==> config.mk <==
export PLATFORM = sky130hd
export DESIGN_NAME = issue_control
export DESIGN_NICKNAME = d
export VERILOG_FILES = /design/src/verilog/issue_pkg.sv /design/src/verilog/operand_select.sv /design/src/verilog/branch_control.sv /design/src/verilog/issue_dispatch.sv /design/src/verilog/issue_control.sv
export SDC_FILE = /design/constraint.sdc
export NUM_CORES = 1
export LEC_CHECK = 0
export ABC_AREA = 1
export BUFFER_PORTS_ARGS = -buffer_cell sky130_fd_sc_hd__buf_2
export CORE_MARGIN = 1.5
export CORE_UTILIZATION = 31
export CTS_BUF_LIST = sky130_fd_sc_hd__clkbuf_16
export DETAILED_ROUTE_END_ITERATION = 7
export PLACE_DENSITY = 0.66
export SYNTH_ARGS = -nofsm -noshare
export SYNTH_HDL_FRONTEND = slang
export SYNTH_HIERARCHICAL = 1
export SYNTH_SLANG_ARGS = --single-unit
==> constraint.sdc <==
create_clock -name clk -period 2.6 [get_ports clk]
set_clock_uncertainty 0.05 [all_clocks]
set_input_delay 0.52 -clock clk [delete_from_list [all_inputs] [get_ports clk]]
set_output_delay 0.52 -clock clk [all_outputs]
set_load 0.01 [all_outputs]
==> src/verilog/issue_pkg.sv <==
`default_nettype none

package issue_pkg;

	localparam int word_width = 16;
	localparam int num_alu_rs = 3;

	typedef logic [word_width-1:0] word_t;
	typedef logic [2:0] rob_tag_t;   // Also the CDB tag
	typedef logic [2:0] reg_idx_t;
	typedef logic [1:0] station_id_t;

	localparam reg_idx_t link_reg = 3'd7;  // JSR/JSRR return address

	// LC-3b opcode map
	typedef enum logic [3:0] {
		op_br   = 4'b0000,
		op_add  = 4'b0001,
		op_ldb  = 4'b0010,
		op_stb  = 4'b0011,
		op_jsr  = 4'b0100,
		op_and  = 4'b0101,
		op_ldr  = 4'b0110,
		op_str  = 4'b0111,
		op_rti  = 4'b1000,
		op_not  = 4'b1001,
		op_ldi  = 4'b1010,
		op_sti  = 4'b1011,
		op_jmp  = 4'b1100,
		op_shf  = 4'b1101,
		op_lea  = 4'b1110,
		op_trap = 4'b1111
	} opcode_t;

	// Register form; low bits double as imm5 and offset6
	typedef struct packed {
		opcode_t opcode;
		reg_idx_t dr;
		reg_idx_t sr1;
		logic imm_flag;
		logic [1:0] unused;
		reg_idx_t sr2;
	} reg_form_t;

	// PC-relative form, offset9 is pc_offset[8:0]
	typedef struct packed {
		opcode_t opcode;
		logic link;
		logic [10:0] pc_offset;
	} pc_form_t;

	typedef union packed {
		reg_form_t r;
		pc_form_t p;
	} instr_t;

endpackage

`default_nettype wire

==> src/verilog/operand_select.sv <==
`timescale 1ns/1ps
`default_nettype none

module operand_select
(
	input wire issue_pkg::instr_t instr,
	input wire logic sr1_busy,
	input wire logic sr2_busy,
	input wire issue_pkg::word_t sr1_data,
	input wire issue_pkg::word_t sr2_data,
	input wire issue_pkg::rob_tag_t sr1_rob_entry,
	input wire issue_pkg::rob_tag_t sr2_rob_entry,
	input wire issue_pkg::word_t rob_sr1_value,
	input wire issue_pkg::word_t rob_sr2_value,
	input wire logic rob_sr1_valid,
	input wire logic rob_sr2_valid,
	input wire logic cdb_valid,
	input wire issue_pkg::rob_tag_t cdb_tag,
	input wire issue_pkg::word_t cdb_data,
	output issue_pkg::reg_idx_t sr1,
	output issue_pkg::reg_idx_t sr2,
	output issue_pkg::word_t op_a_value,
	output issue_pkg::word_t op_b_value,
	output logic op_a_ready,
	output logic op_b_ready,
	output issue_pkg::rob_tag_t op_a_tag,
	output issue_pkg::rob_tag_t op_b_tag
);
	import issue_pkg::*;

	logic is_store;

	// Register file, then CDB forward, then ROB, else wait on the entry
	function automatic void resolve(
		input logic busy,
		input word_t rf_data,
		input rob_tag_t entry,
		input word_t rob_value,
		input logic rob_valid,
		output word_t value,
		output logic ready,
		output rob_tag_t tag
	);
		value = '0;
		ready = 1'b1;
		tag = '0;
		if (!busy)
			value = rf_data;
		else if (cdb_valid && cdb_tag == entry)
			value = cdb_data;
		else if (rob_valid)
			value = rob_value;
		else
		begin
			ready = 1'b0;
			tag = entry;
		end
	endfunction

	assign is_store = (instr.r.opcode == op_str) || (instr.r.opcode == op_stb);

	assign sr1 = instr.r.sr1;
	assign sr2 = is_store ? instr.r.dr : instr.r.sr2;  // Store data sits in dr

	always_comb
	begin
		resolve(sr1_busy, sr1_data, sr1_rob_entry, rob_sr1_value, rob_sr1_valid,
			op_a_value, op_a_ready, op_a_tag);
		resolve(sr2_busy, sr2_data, sr2_rob_entry, rob_sr2_value, rob_sr2_valid,
			op_b_value, op_b_ready, op_b_tag);
	end

endmodule

`default_nettype wire

==> src/verilog/branch_control.sv <==
`timescale 1ns/1ps
`default_nettype none

module branch_control
(
	input wire logic clk,
	input wire logic rst_n,
	input wire issue_pkg::instr_t instr,
	input wire issue_pkg::word_t curr_pc,
	input wire logic predict_bit,
	input wire logic btb_hit,
	input wire logic btb_predict,
	input wire logic pcmux_sel,
	output logic mispredict,
	output issue_pkg::word_t pc_target,
	output logic bubble
);
	import issue_pkg::*;

	word_t off9_adj;
	word_t off11_adj;
	word_t offset;

	// Word-aligned offsets
	assign off9_adj = {{6{instr.p.pc_offset[8]}}, instr.p.pc_offset[8:0], 1'b0};
	assign off11_adj = {{4{instr.p.pc_offset[10]}}, instr.p.pc_offset, 1'b0};

	assign offset = (instr.p.opcode == op_jsr) ? off11_adj : off9_adj;
	assign pc_target = curr_pc + offset;

	// Without a BTB entry the fetch path assumed not taken
	always_comb
	begin
		if (btb_hit)
			mispredict = (predict_bit != btb_predict);
		else
			mispredict = predict_bit;
	end

	// Squash the instruction fetched behind a redirect
	always_ff @(posedge clk)
	begin
		if (!rst_n)
			bubble <= 1'b0;
		else
			bubble <= pcmux_sel;  // pcmux_sel is low during the bubble
	end

endmodule

`default_nettype wire

==> src/verilog/issue_dispatch.sv <==
`timescale 1ns/1ps
`default_nettype none

module issue_dispatch
(
	input wire issue_pkg::instr_t instr,
	input wire logic instr_is_new,
	input wire logic bubble,
	input wire logic mispredict,
	input wire issue_pkg::word_t pc_target,
	input wire issue_pkg::word_t curr_pc,
	input wire issue_pkg::word_t op_a_value,
	input wire issue_pkg::word_t op_b_value,
	input wire logic op_a_ready,
	input wire logic op_b_ready,
	input wire issue_pkg::rob_tag_t op_a_tag,
	input wire issue_pkg::rob_tag_t op_b_tag,
	input wire logic predict_bit,
	input wire logic rob_full,
	input wire logic ldstr_full,
	input wire logic [issue_pkg::num_alu_rs-1:0] alu_rs_busy,
	input wire issue_pkg::rob_tag_t rob_addr,
	output logic stall,
	output logic pcmux_sel,
	output issue_pkg::word_t br_pc,
	output issue_pkg::opcode_t res_op,
	output issue_pkg::word_t res_vj,
	output issue_pkg::word_t res_vk,
	output issue_pkg::rob_tag_t res_qj,
	output issue_pkg::rob_tag_t res_qk,
	output logic issue_ld_busy_dest,
	output logic issue_ld_vj,
	output logic issue_ld_vk,
	output logic issue_ld_qj,
	output logic issue_ld_qk,
	output issue_pkg::station_id_t res_station_id,
	output logic ldstr_write_enable,
	output issue_pkg::word_t ldstr_offset,
	output issue_pkg::rob_tag_t ldstr_qsrc,
	output issue_pkg::rob_tag_t ldstr_qbase,
	output issue_pkg::rob_tag_t ldstr_dest,
	output logic ldstr_vsrc_valid,
	output logic ldstr_vbase_valid,
	output issue_pkg::word_t ldstr_vsrc,
	output issue_pkg::word_t ldstr_vbase,
	output logic rob_write_enable,
	output issue_pkg::opcode_t rob_opcode,
	output issue_pkg::reg_idx_t rob_dest,
	output issue_pkg::word_t rob_value,
	output issue_pkg::reg_idx_t reg_dest,
	output logic ld_reg_busy_dest,
	output issue_pkg::rob_tag_t reg_rob_entry
);
	import issue_pkg::*;

	opcode_t opcode;
	logic is_alu;
	logic is_ldst;
	logic needs_base;
	logic issue;
	word_t imm5_sext;
	word_t br_offset;

	assign opcode = instr.r.opcode;
	assign is_alu = opcode inside {op_add, op_and, op_not, op_shf};
	assign is_ldst = opcode inside {op_ldr, op_ldb, op_str, op_stb};
	assign needs_base = (opcode == op_jmp) || (opcode == op_jsr && !instr.p.link);  // JMP, JSRR

	assign imm5_sext = {{11{instr[4]}}, instr[4:0]};
	assign br_offset = {{6{instr.p.pc_offset[8]}}, instr.p.pc_offset[8:0], 1'b0};

	// Structural and operand hazards, held upstream until they clear
	assign stall = instr_is_new && !bubble && (rob_full ||
		(is_alu && (&alu_rs_busy)) ||
		(is_ldst && ldstr_full) ||
		(needs_base && !op_a_ready));
	assign issue = instr_is_new && !bubble && !stall;

	assign rob_opcode = opcode;
	assign res_op = opcode;

	// Lowest numbered free station wins
	always_comb
	begin
		res_station_id = '0;
		for (int i = num_alu_rs - 1; i >= 0; i--)
			if (!alu_rs_busy[i])
				res_station_id = station_id_t'(i);
	end

	always_comb
	begin
		case (opcode)
			op_ldb, op_stb: ldstr_offset = {{10{instr[5]}}, instr[5:0]};
			op_ldr, op_str: ldstr_offset = {{9{instr[5]}}, instr[5:0], 1'b0};
			default: ldstr_offset = '0;
		endcase
	end

	always_comb
	begin
		pcmux_sel = 1'b0;
		br_pc = '0;
		res_vj = '0;
		res_vk = '0;
		res_qj = '0;
		res_qk = '0;
		issue_ld_busy_dest = 1'b0;
		issue_ld_vj = 1'b0;
		issue_ld_vk = 1'b0;
		issue_ld_qj = 1'b0;
		issue_ld_qk = 1'b0;
		ldstr_write_enable = 1'b0;
		ldstr_qsrc = '0;
		ldstr_qbase = '0;
		ldstr_dest = '0;
		ldstr_vsrc_valid = 1'b0;
		ldstr_vbase_valid = 1'b0;
		ldstr_vsrc = '0;
		ldstr_vbase = '0;
		rob_write_enable = 1'b0;
		rob_dest = '0;
		rob_value = '0;
		reg_dest = '0;
		ld_reg_busy_dest = 1'b0;
		reg_rob_entry = '0;

		if (issue)
		begin
			case (opcode)
				op_add, op_and, op_not, op_shf:
				begin
					issue_ld_busy_dest = 1'b1;
					res_vj = op_a_value;
					res_qj = op_a_tag;
					issue_ld_vj = op_a_ready;
					issue_ld_qj = !op_a_ready;
					if (instr.r.imm_flag || opcode == op_shf)
					begin
						res_vk = imm5_sext;
						issue_ld_vk = 1'b1;
					end
					else
					begin
						res_vk = op_b_value;
						res_qk = op_b_tag;
						issue_ld_vk = op_b_ready;
						issue_ld_qk = !op_b_ready;
					end
				end
				op_ldr, op_ldb, op_str, op_stb:
				begin
					ldstr_write_enable = 1'b1;
					ldstr_vbase = op_a_value;  // Base from sr1
					ldstr_vbase_valid = op_a_ready;
					ldstr_qbase = op_a_tag;
					if (opcode == op_str || opcode == op_stb)
					begin
						ldstr_vsrc = op_b_value;
						ldstr_vsrc_valid = op_b_ready;
						ldstr_qsrc = op_b_tag;
					end
					else
						ldstr_dest = rob_addr;
				end
				op_br:
				begin
					rob_value = br_offset;
					br_pc = predict_bit ? pc_target : curr_pc;
					pcmux_sel = mispredict;
				end
				op_jmp:
				begin
					pcmux_sel = 1'b1;
					br_pc = op_a_value;
				end
				op_jsr:
				begin
					pcmux_sel = 1'b1;
					br_pc = instr.p.link ? pc_target : op_a_value;
					rob_value = curr_pc;  // Return address for R7
				end
				default: ;
			endcase

			// ROB and rename bookkeeping
			if (is_alu || is_ldst || opcode == op_br || opcode == op_jsr)
				rob_write_enable = 1'b1;
			if (is_alu || opcode == op_ldr || opcode == op_ldb || opcode == op_br)
				rob_dest = instr.r.dr;
			else if (opcode == op_jsr)
				rob_dest = link_reg;
			if (is_alu || opcode == op_ldr || opcode == op_ldb || opcode == op_jsr)
			begin
				reg_dest = (opcode == op_jsr) ? link_reg : instr.r.dr;
				ld_reg_busy_dest = 1'b1;
				reg_rob_entry = rob_addr;
			end
		end
	end

endmodule

`default_nettype wire

==> src/verilog/issue_control.sv <==
`timescale 1ns/1ps
`default_nettype none

module issue_control
(
	input wire logic clk,
	input wire logic rst_n,
	input wire issue_pkg::instr_t instr,
	input wire logic instr_is_new,
	input wire issue_pkg::word_t curr_pc,
	input wire logic predict_bit,
	input wire logic btb_hit,
	input wire logic btb_predict,
	input wire logic sr1_busy,
	input wire logic sr2_busy,
	input wire issue_pkg::word_t sr1_data,
	input wire issue_pkg::word_t sr2_data,
	input wire issue_pkg::rob_tag_t sr1_rob_entry,
	input wire issue_pkg::rob_tag_t sr2_rob_entry,
	input wire issue_pkg::word_t rob_sr1_value,
	input wire issue_pkg::word_t rob_sr2_value,
	input wire logic rob_sr1_valid,
	input wire logic rob_sr2_valid,
	input wire logic cdb_valid,
	input wire issue_pkg::rob_tag_t cdb_tag,
	input wire issue_pkg::word_t cdb_data,
	input wire logic rob_full,
	input wire logic ldstr_full,
	input wire logic [issue_pkg::num_alu_rs-1:0] alu_rs_busy,
	input wire issue_pkg::rob_tag_t rob_addr,
	output logic stall,
	output logic pcmux_sel,
	output issue_pkg::word_t br_pc,
	output issue_pkg::opcode_t res_op,
	output issue_pkg::word_t res_vj,
	output issue_pkg::word_t res_vk,
	output issue_pkg::rob_tag_t res_qj,
	output issue_pkg::rob_tag_t res_qk,
	output logic issue_ld_busy_dest,
	output logic issue_ld_vj,
	output logic issue_ld_vk,
	output logic issue_ld_qj,
	output logic issue_ld_qk,
	output issue_pkg::station_id_t res_station_id,
	output logic ldstr_write_enable,
	output issue_pkg::word_t ldstr_offset,
	output issue_pkg::rob_tag_t ldstr_qsrc,
	output issue_pkg::rob_tag_t ldstr_qbase,
	output issue_pkg::rob_tag_t ldstr_dest,
	output logic ldstr_vsrc_valid,
	output logic ldstr_vbase_valid,
	output issue_pkg::word_t ldstr_vsrc,
	output issue_pkg::word_t ldstr_vbase,
	output logic rob_write_enable,
	output issue_pkg::opcode_t rob_opcode,
	output issue_pkg::reg_idx_t rob_dest,
	output issue_pkg::word_t rob_value,
	output issue_pkg::reg_idx_t reg_dest,
	output logic ld_reg_busy_dest,
	output issue_pkg::rob_tag_t reg_rob_entry,
	output issue_pkg::reg_idx_t sr1,
	output issue_pkg::reg_idx_t sr2,
	output issue_pkg::rob_tag_t rob_sr1_read_addr,
	output issue_pkg::rob_tag_t rob_sr2_read_addr
);
	import issue_pkg::*;

	word_t op_a_value;
	word_t op_b_value;
	logic op_a_ready;
	logic op_b_ready;
	rob_tag_t op_a_tag;
	rob_tag_t op_b_tag;
	logic mispredict;
	word_t pc_target;
	logic bubble;

	// ROB lookup follows the rename entries of the selected registers
	assign rob_sr1_read_addr = sr1_rob_entry;
	assign rob_sr2_read_addr = sr2_rob_entry;

	operand_select operand_select_i (.*);

	branch_control branch_control_i (.*);

	issue_dispatch issue_dispatch_i (.*);

endmodule

`default_nettype wire

==> results of run 1 <==
## cells by family (layout without fill, tap and decap cells)
| group | Yosys count | count (layout) | share of synthesized area [%] |
|---|---|---|---|
| muxes | 3 | 3 | 0.763 |
| buffers and inverters | 188 | 559 | 20.3 |
| xor gates and xnor gates | 8 | 8 | 1.58 |
| AOI/OAI and AO/OA | 97 | 97 | 11.2 |
| and+or+nand+nor | 634 | 634 | 60.8 |
| DFF | 1 | 1 | 0.452 |
| adders and majority gates | 17 | 17 | 4.97 |
## area by class of cell
cell class	count	area [um2]	share of cell area (%)
flip-flops and latches	1	20.0	0.236
repair buffers	443	3320	39.1
multi-input cells	759	4450	52.5
well taps	180	225	2.65
inverters	116	468	5.51
## power by group through the flow
stage	Clock, W	Sequential [W]	Combinational (W)
CTS	0	0.0000159	0.00124
global placement	0	0.0000159	0.00114
detailed placement	0	0.0000159	0.00114
finish	0	0.0000159	0.00149
global route	0	0.0000159	0.00160
floorplan	0	0.0000159	0.000670
## metal layers
layer  vias up  track usage (%)  share of wire (%)  wire (um)
met5         -                0                  0          0
met1      3432             35.9                 40      10400
met4         0             6.32                4.0       1010
li1       3652                -                  -          -
met3        82             3.39                8.8       2250
met2       446             46.0                 47      12000
## cells in the mapped netlist (all sizes together)
library cell,count
nand2,349
nor2,177
inv,115
nand3,94
o21ai,57
buf,53
a21oi,34
clkbuf,19
ha,16
nand4,7
xor2,7
o22ai,5
mux2,3
nand3b,3
nor3,2
a21boi,1
and2,1
clkinv,1
dfxtp,1
fa,1
or2,1
xnor2,1
## path summary, 6_finish.rpt
kind                            from                       to  slack, ps  cells past startpoint
min reg2reg  branch_control_i/bubble  branch_control_i/bubble        950                      7
min                            rst_n  branch_control_i/bubble        700                      3
max reg2reg  branch_control_i/bubble  branch_control_i/bubble       1300                      7
max                        instr[14]                br_pc[11]       -450                     23
## tightest hold or removal path, cell delays in order
cell and delay (ps):
buf_2 100, nand2_1 50, inv_1 40
## per-stage QoR
stage | cells | setup WS [ps] | cell area [um2]
floorplan | 948 | -94.7 | 4580
global placement | 1461 | -511 | 6730
detailed placement | 1461 | -532 | 6730
CTS | 1471 | -425 | 7140
global route | 1499 | -628 | 8490
finish | 1499 | -446 | 8490
## timing repair
item / 4_1_cts / 5_1_grt
pin swaps: 46 / 68
gates cloned: 1 / 13
hold buffers: 0 / 0
setup endpoints to repair: 126 / 94
setup buffers: 9 / 15
resized for setup: 76 / 238
==> impl_metrics.py, run 1 <==
metrics = {
    "sta": {
        "fin_hold_ws_ps": 699,
        "period_minus_slack_ps": 3050,
        "drv_slew": 0,
        "fmax_mhz": 328,
        "fin_setup_tns_ps": -16960,
        "final_hold_viol_count": 0,
        "rsz0062_at_grt": "true",
        "setup_slack_ps": -446,
        "setup_viol": 125,
        "period_share_pct": 117,
        "slew_headroom_pct": 69.8,
        "worst_pin_slew_ps": 448,
    },
    "route": {
        "drc_errors": 0,
        "routedWlPerCell_um": 17.1,
        "first_pass_iters": 5,
        "ant_nets": 0,
        "drtIter0Drc": 557,
        "vias": 7612,
        "wl_um": 25600,
        "via_per_inst": 5.08,
    },
    "setup_path": {
        "cp_num_buf_inv": 7,
        "endpoint_kind": "primary output",
        "slowest_stage": "ha_4",
        "crit_fanout": 3,
        "crit_type": "in2out",
        "critPathTopFamily": "simple AND/OR/NAND/NOR gates",
        "required_ps": 2030,
        "arrival_ps": 2480,
        "cpMostUsedCell": "nand2_1",
        "cpPeakStageDelay_ps": 190,
        "crit_chain": "buf_8 -> inv_6 -> nor2_4 -> nand2_4 -> nand2_4 -> o21ai_2 -> inv_2 -> buf_6 -> ha_4 -> a21oi_4 -> nand2_2 -> buf_6 -> inv_2 -> nand2_1 -> nand2_1 -> nand2_2 -> nand2_1 -> o21ai_1 -> nand2_1 -> o21ai_1 -> nor2_1 -> nor2_2 -> buf_2",
        "start_kind": "input port",
    },
    "placement": {
        "gp_congestion": 1.03,
        "io_buffers": 309,
        "dp_hpwl_um": 18300,
    },
    "final_layout": {
        "fillCellCount": 1310,
        "nets": 1478,
        "area_growth_pct": 91.7,
        "finish.utilization_pct": 60.9,
        "drive_above_1_share_pct": 48.2,
        "insertedDiodeCount": 0,
        "layout_commonest_cell": "nand2_1",
        "mostFrequentLayoutCells": "301 x nand2_1, 257 x buf_2, 111 x nor2_1",
        "largest_reg_flops": 1,
        "top_register": "branch_control_i/bubble",
        "top_regs": "branch_control_i/bubble: 1 flops",
    },
    "pwr": {
        "comb_power_share_pct": 98.9,
        "finalPower_w": 0.00150,
        "powerDensity_nw_per_um2": 177,
        "seq_power_share_pct": 1.1,
        "switching_share_pct": 56.3,
        "clkPwrFrac_pct": 0,
        "ir_drop_v": 0.0000844,
        "leakagePower_nw": 4.68,
        "switching_power_w": 0.000846,
        "p_int_w": 0.000658,
    },
    "floorplan": {
        "initial_core_util_pct": 31.8,
        "die-area_um2": 15000,
        "core_area_um2": 13900,
        "die_w_um": 123,
        "dieHeight_um": 123,
        "ios": 310,
        "rows": 43,
    },
    "synthesis": {
        "syn_area_um2": 4430,
        "yosysUniqueCellTypes": 33,
        "yosysTopAreaCell": "nand2_1",
        "synthCells": 948,
        "synth.top_cells.by_area": "nand2_1 28%, nor2_1 14%, nand3_1 10%",
        "synth_top_area_share_pct": 28.5,
        "avgSynthCellArea_um2": 4.67,
        "syn_nets": 1105,
        "yosysWarnings": 6,
        "yosysSeqAreaShare_pct": 0.452,
        "synth-seq-cells": 1,
    },
    "global_route": {
        "grt_remaining_overflow": 0,
        "grt_util_all_layers_pct": 26.9,
        "grt_pass1_vias": 6100,
        "antenna_found_initial": 0,
        "grt_max_degree": 43,
        "grt_pass1_wl_um": 31500,
    },
    "cts": {
        "clock_latency_ps": 0,
        "clk_pin_slew_ps": 0,
    },
    "worst_hold_path": {
        "hold_class": "in2reg",
    },
    "run_status": {
        "violations": "negative setup slack",
        "status": "finished, violations left",
    },
    "run": {
        "drv_cap": 0,
    },
}
Note: power is estimated with default switching activity, not from simulation.
==> inputs of run 2 (changes only) <==
Settings changed: ABC_AREA 1 to not set, CORE_AREA set to 2 2 119 121, CORE_MARGIN 1.5 to not set, CORE_UTILIZATION 31 to not set, DIE_AREA set to 0 0 121 123, PLACE_DENSITY 0.66 to not set, SYNTH_HIERARCHICAL 1 to not set.
==> run 2 against run 1 <==
The flow still finishes with violations (negative setup slack). Setup slack got worse by 320 ps. Cell area decreased by 10%. Critical path type unchanged. Combinational power decreased by 19%. Largest cell class unchanged.
==> impl_metrics.py, run 2 <==
metrics = {
    "synthesis": {
        "synth.top_cells.by_area": "nor2_1 13%, a21oi_1 8.9%, a222oi_1 7.8%",
        "synth-main-ff-cell": "dfxtp_1",
        "synthCells": 519,
        "synth_edf_count": 0,
        "synth_top_area_share_pct": 12.7,
        "synth.top_cells.by_count": "104 x nor2_1, 63 x nand2_1, 55 x a21oi_1, 27 x buf_4",
        "synth.most_common_cell": "nor2_1",
        "yosysTopAreaCell": "nor2_1",
        "yosysSeqAreaShare_pct": 0.651,
        "yosysWarnings": 0,
        "yosysUniqueCellTypes": 60,
        "syn_nets": 674,
        "synth-seq-cells": 1,
        "ys_async_sr_fraction_pct": 0,
        "syn_area_um2": 3080,
        "avgSynthCellArea_um2": 5.93,
    },
    "placement": {
        "gp_congestion": 0.948,
        "io_buffers": 309,
        "dp_hpwl_um": 16900,
        "place_inst": 1091,
        "place_area_um2": 6090,
        "place_ws_ps": -853,
    },
    "final_layout": {
        "nets": 1104,
        "layout_commonest_cell": "buf_2",
        "drive_above_1_share_pct": 69.8,
        "largest_reg_flops": 1,
        "top_register": "branch_control_i.bubble",
        "area_growth_pct": 147,
        "mostFrequentLayoutCells": "247 x buf_2, 145 x buf_4, 76 x buf_6",
        "top_regs": "branch_control_i.bubble: 1 flops",
        "final_cell_count_no_fill": 1128,
        "fin_area_um2": 7600,
    },
    "run_status": {
        "violations": "negative setup slack",
        "status": "finished, violations left",
    },
    "cts": {
        "clock_latency_ps": 0,
        "clk_pin_slew_ps": 0,
    },
    "route": {
        "drtIter0Drc": 490,
        "first_pass_iters": 7,
        "drc_errors": 0,
        "wl_um": 21300,
        "vias": 5801,
        "routedWlPerCell_um": 18.9,
        "ant_nets": 0,
        "via_per_inst": 5.14,
    },
    "sta": {
        "fmax_mhz": 297,
        "final_hold_viol_count": 0,
        "period_minus_slack_ps": 3360,
        "period_share_pct": 129,
        "drv_slew": 0,
        "setup_viol": 131,
        "slew_headroom_pct": 49.0,
        "setup_slack_ps": -765,
        "worst_pin_slew_ps": 766,
        "rsz0062_at_grt": "true",
    },
    "floorplan": {
        "dieHeight_um": 123,
        "initial_core_util_pct": 22.6,
        "die-area_um2": 14900,
        "rows": 43,
        "core_area_um2": 13600,
        "die_w_um": 121,
        "ios": 310,
    },
    "setup_path": {
        "cp_num_buf_inv": 2,
        "crit_type": "in2out",
        "arrival_ps": 2790,
        "endpoint_kind": "primary output",
        "slowest_stage": "nor4b_4",
        "crit-reg2reg-launch": "branch_control_i.bubble",
        "rrSetupSlack_ps": 1170,
        "start_kind": "input port",
        "cpPeakStageDelay_ps": 390,
        "critPathTopFamily": "simple AND/OR/NAND/NOR gates",
        "required_ps": 2030,
        "crit_fanout": 4,
        "r2r_end": "branch_control_i.bubble",
        "crit_chain": "buf_8 -> nor4b_4 -> nand2b_4 -> nand2_4 -> ha_4 -> and4_1 -> a21boi_4 -> a21oi_2 -> nand3b_1 -> a2111o_1 -> nand2_2 -> buf_6",
        "worstRegToRegCells": 7,
    },
    "worst_hold_path": {
        "hold_path.startpoint": "rst_n",
        "hold-path-cell-count": 2,
        "hold_class": "in2reg",
        "min_to": "branch_control_i.bubble",
    },
    "global_route": {
        "grt_pass1_vias": 5216,
        "grt_max_degree": 24,
        "grt_pass1_wl_um": 29100,
        "antenna_found_initial": 2,
        "grt_remaining_overflow": 0,
        "grt_util_all_layers_pct": 24.9,
    },
    "pwr": {
        "powerDensity_nw_per_um2": 160,
        "leakagePower_nw": 3.66,
        "ir_drop_v": 0.0000913,
    },
    "run": {
        "drv_cap": 0,
    },
}
==> run 2: cell types whose count changed in the layout (fill, tap and decap cells not counted), sizes merged, moves of 9 or more <==
cell	delta
o21ai	-41
inv	-105
a22oi	+11
a222oi	+24
nand3	-73
nand2	-286
mux2i	+9
nor2	-73
a21oi	+21
buf	+53
and2	+17
xnor2	+15
==> run 2: where the power goes <==
part / switching [W] / internal, W / total, W
Clock: 0 / 0.0000000000514 / 0.0000000000514
Combinational: 0.000612 / 0.000590 / 0.00120
Sequential: 0.0000000418 / 0.0000158 / 0.0000159
==> run 2: how the worst max path moves through the flow <==
| stage | to | cells after the start | from |
|---|---|---|---|
| CTS | br_pc[13] | 12 | instr[12] |
| detailed placement | br_pc[14] | 11 | instr[13] |
| global placement | br_pc[14] | 11 | instr[13] |
| floorplan | br_pc[14] | 11 | instr[13] |
| finish | br_pc[13] | 12 | instr[15] |
| global route | br_pc[13] | 12 | instr[15] |
==> run 2: what timing repair did <==
item,4_1_cts,5_1_grt
setup buffers,4,32
pin swaps,30,58
gates resized for setup,70,202
gates cloned,2,1
setup endpoints to repair,129,131
hold buffers,0,0
==> run 2: final cells by class <==
class / instances / area [um2]
antenna: 1 / 2.50
fill: 1252 / 6010
inverter: 11 / 53.8
multi-input combinational: 445 / 3710
sequential: 1 / 20.0
tap: 180 / 225
timing repair buffer: 490 / 3590
==> run 2: through the flow <==
step	total power (W)	hold slack, ps	utilization (%)	setup TNS, ps
after floorplan	0.000496	592	-	-3650
after global placement	0.000987	673	44.8	-50270
after detailed placement	0.000988	680	44.8	-51020
after CTS	0.00106	680	47.7	-38940
after global routing	0.00130	703	55.8	-49660
final	0.00122	700	55.8	-40300
==> run 2: worst register-to-register path, stage by stage (launching register included) <==
cell and delay (ps):
dfxtp_1 270, nor2b_1 140, buf_4 150, o311ai_4 100, buf_4 200, buf_8 170, nor2_2 150, and2_1 130
==> run 2: cells by family (layout without fill, tap and decap cells) <==
family                   count (synthesis)  count (layout)  synth area share (%)
AO/OA/AOI/OAI                          151             151                  34.1
XOR/XNOR                                20              20                  5.69
adder cells (fa/ha/maj)                 15              15                  6.34
buffers and inverters                   73             501                  12.5
flip-flops                               1               1                 0.651
multiplexers                            12              12                  4.03
other                                    0               1                     0
AND/OR/NAND/NOR                        247             247                  36.7
==> run 2: metal layers <==
| layer | up-vias | share of wire (%) | GRT usage, % |
|---|---|---|---|
| met5 | - | 0.061 | 0 |
| li1 | 2735 | - | - |
| met1 | 2717 | 40 | 31.8 |
| met2 | 304 | 50 | 44.2 |
| met3 | 43 | 7.4 | 4.06 |
| met4 | 2 | 2.6 | 5.16 |
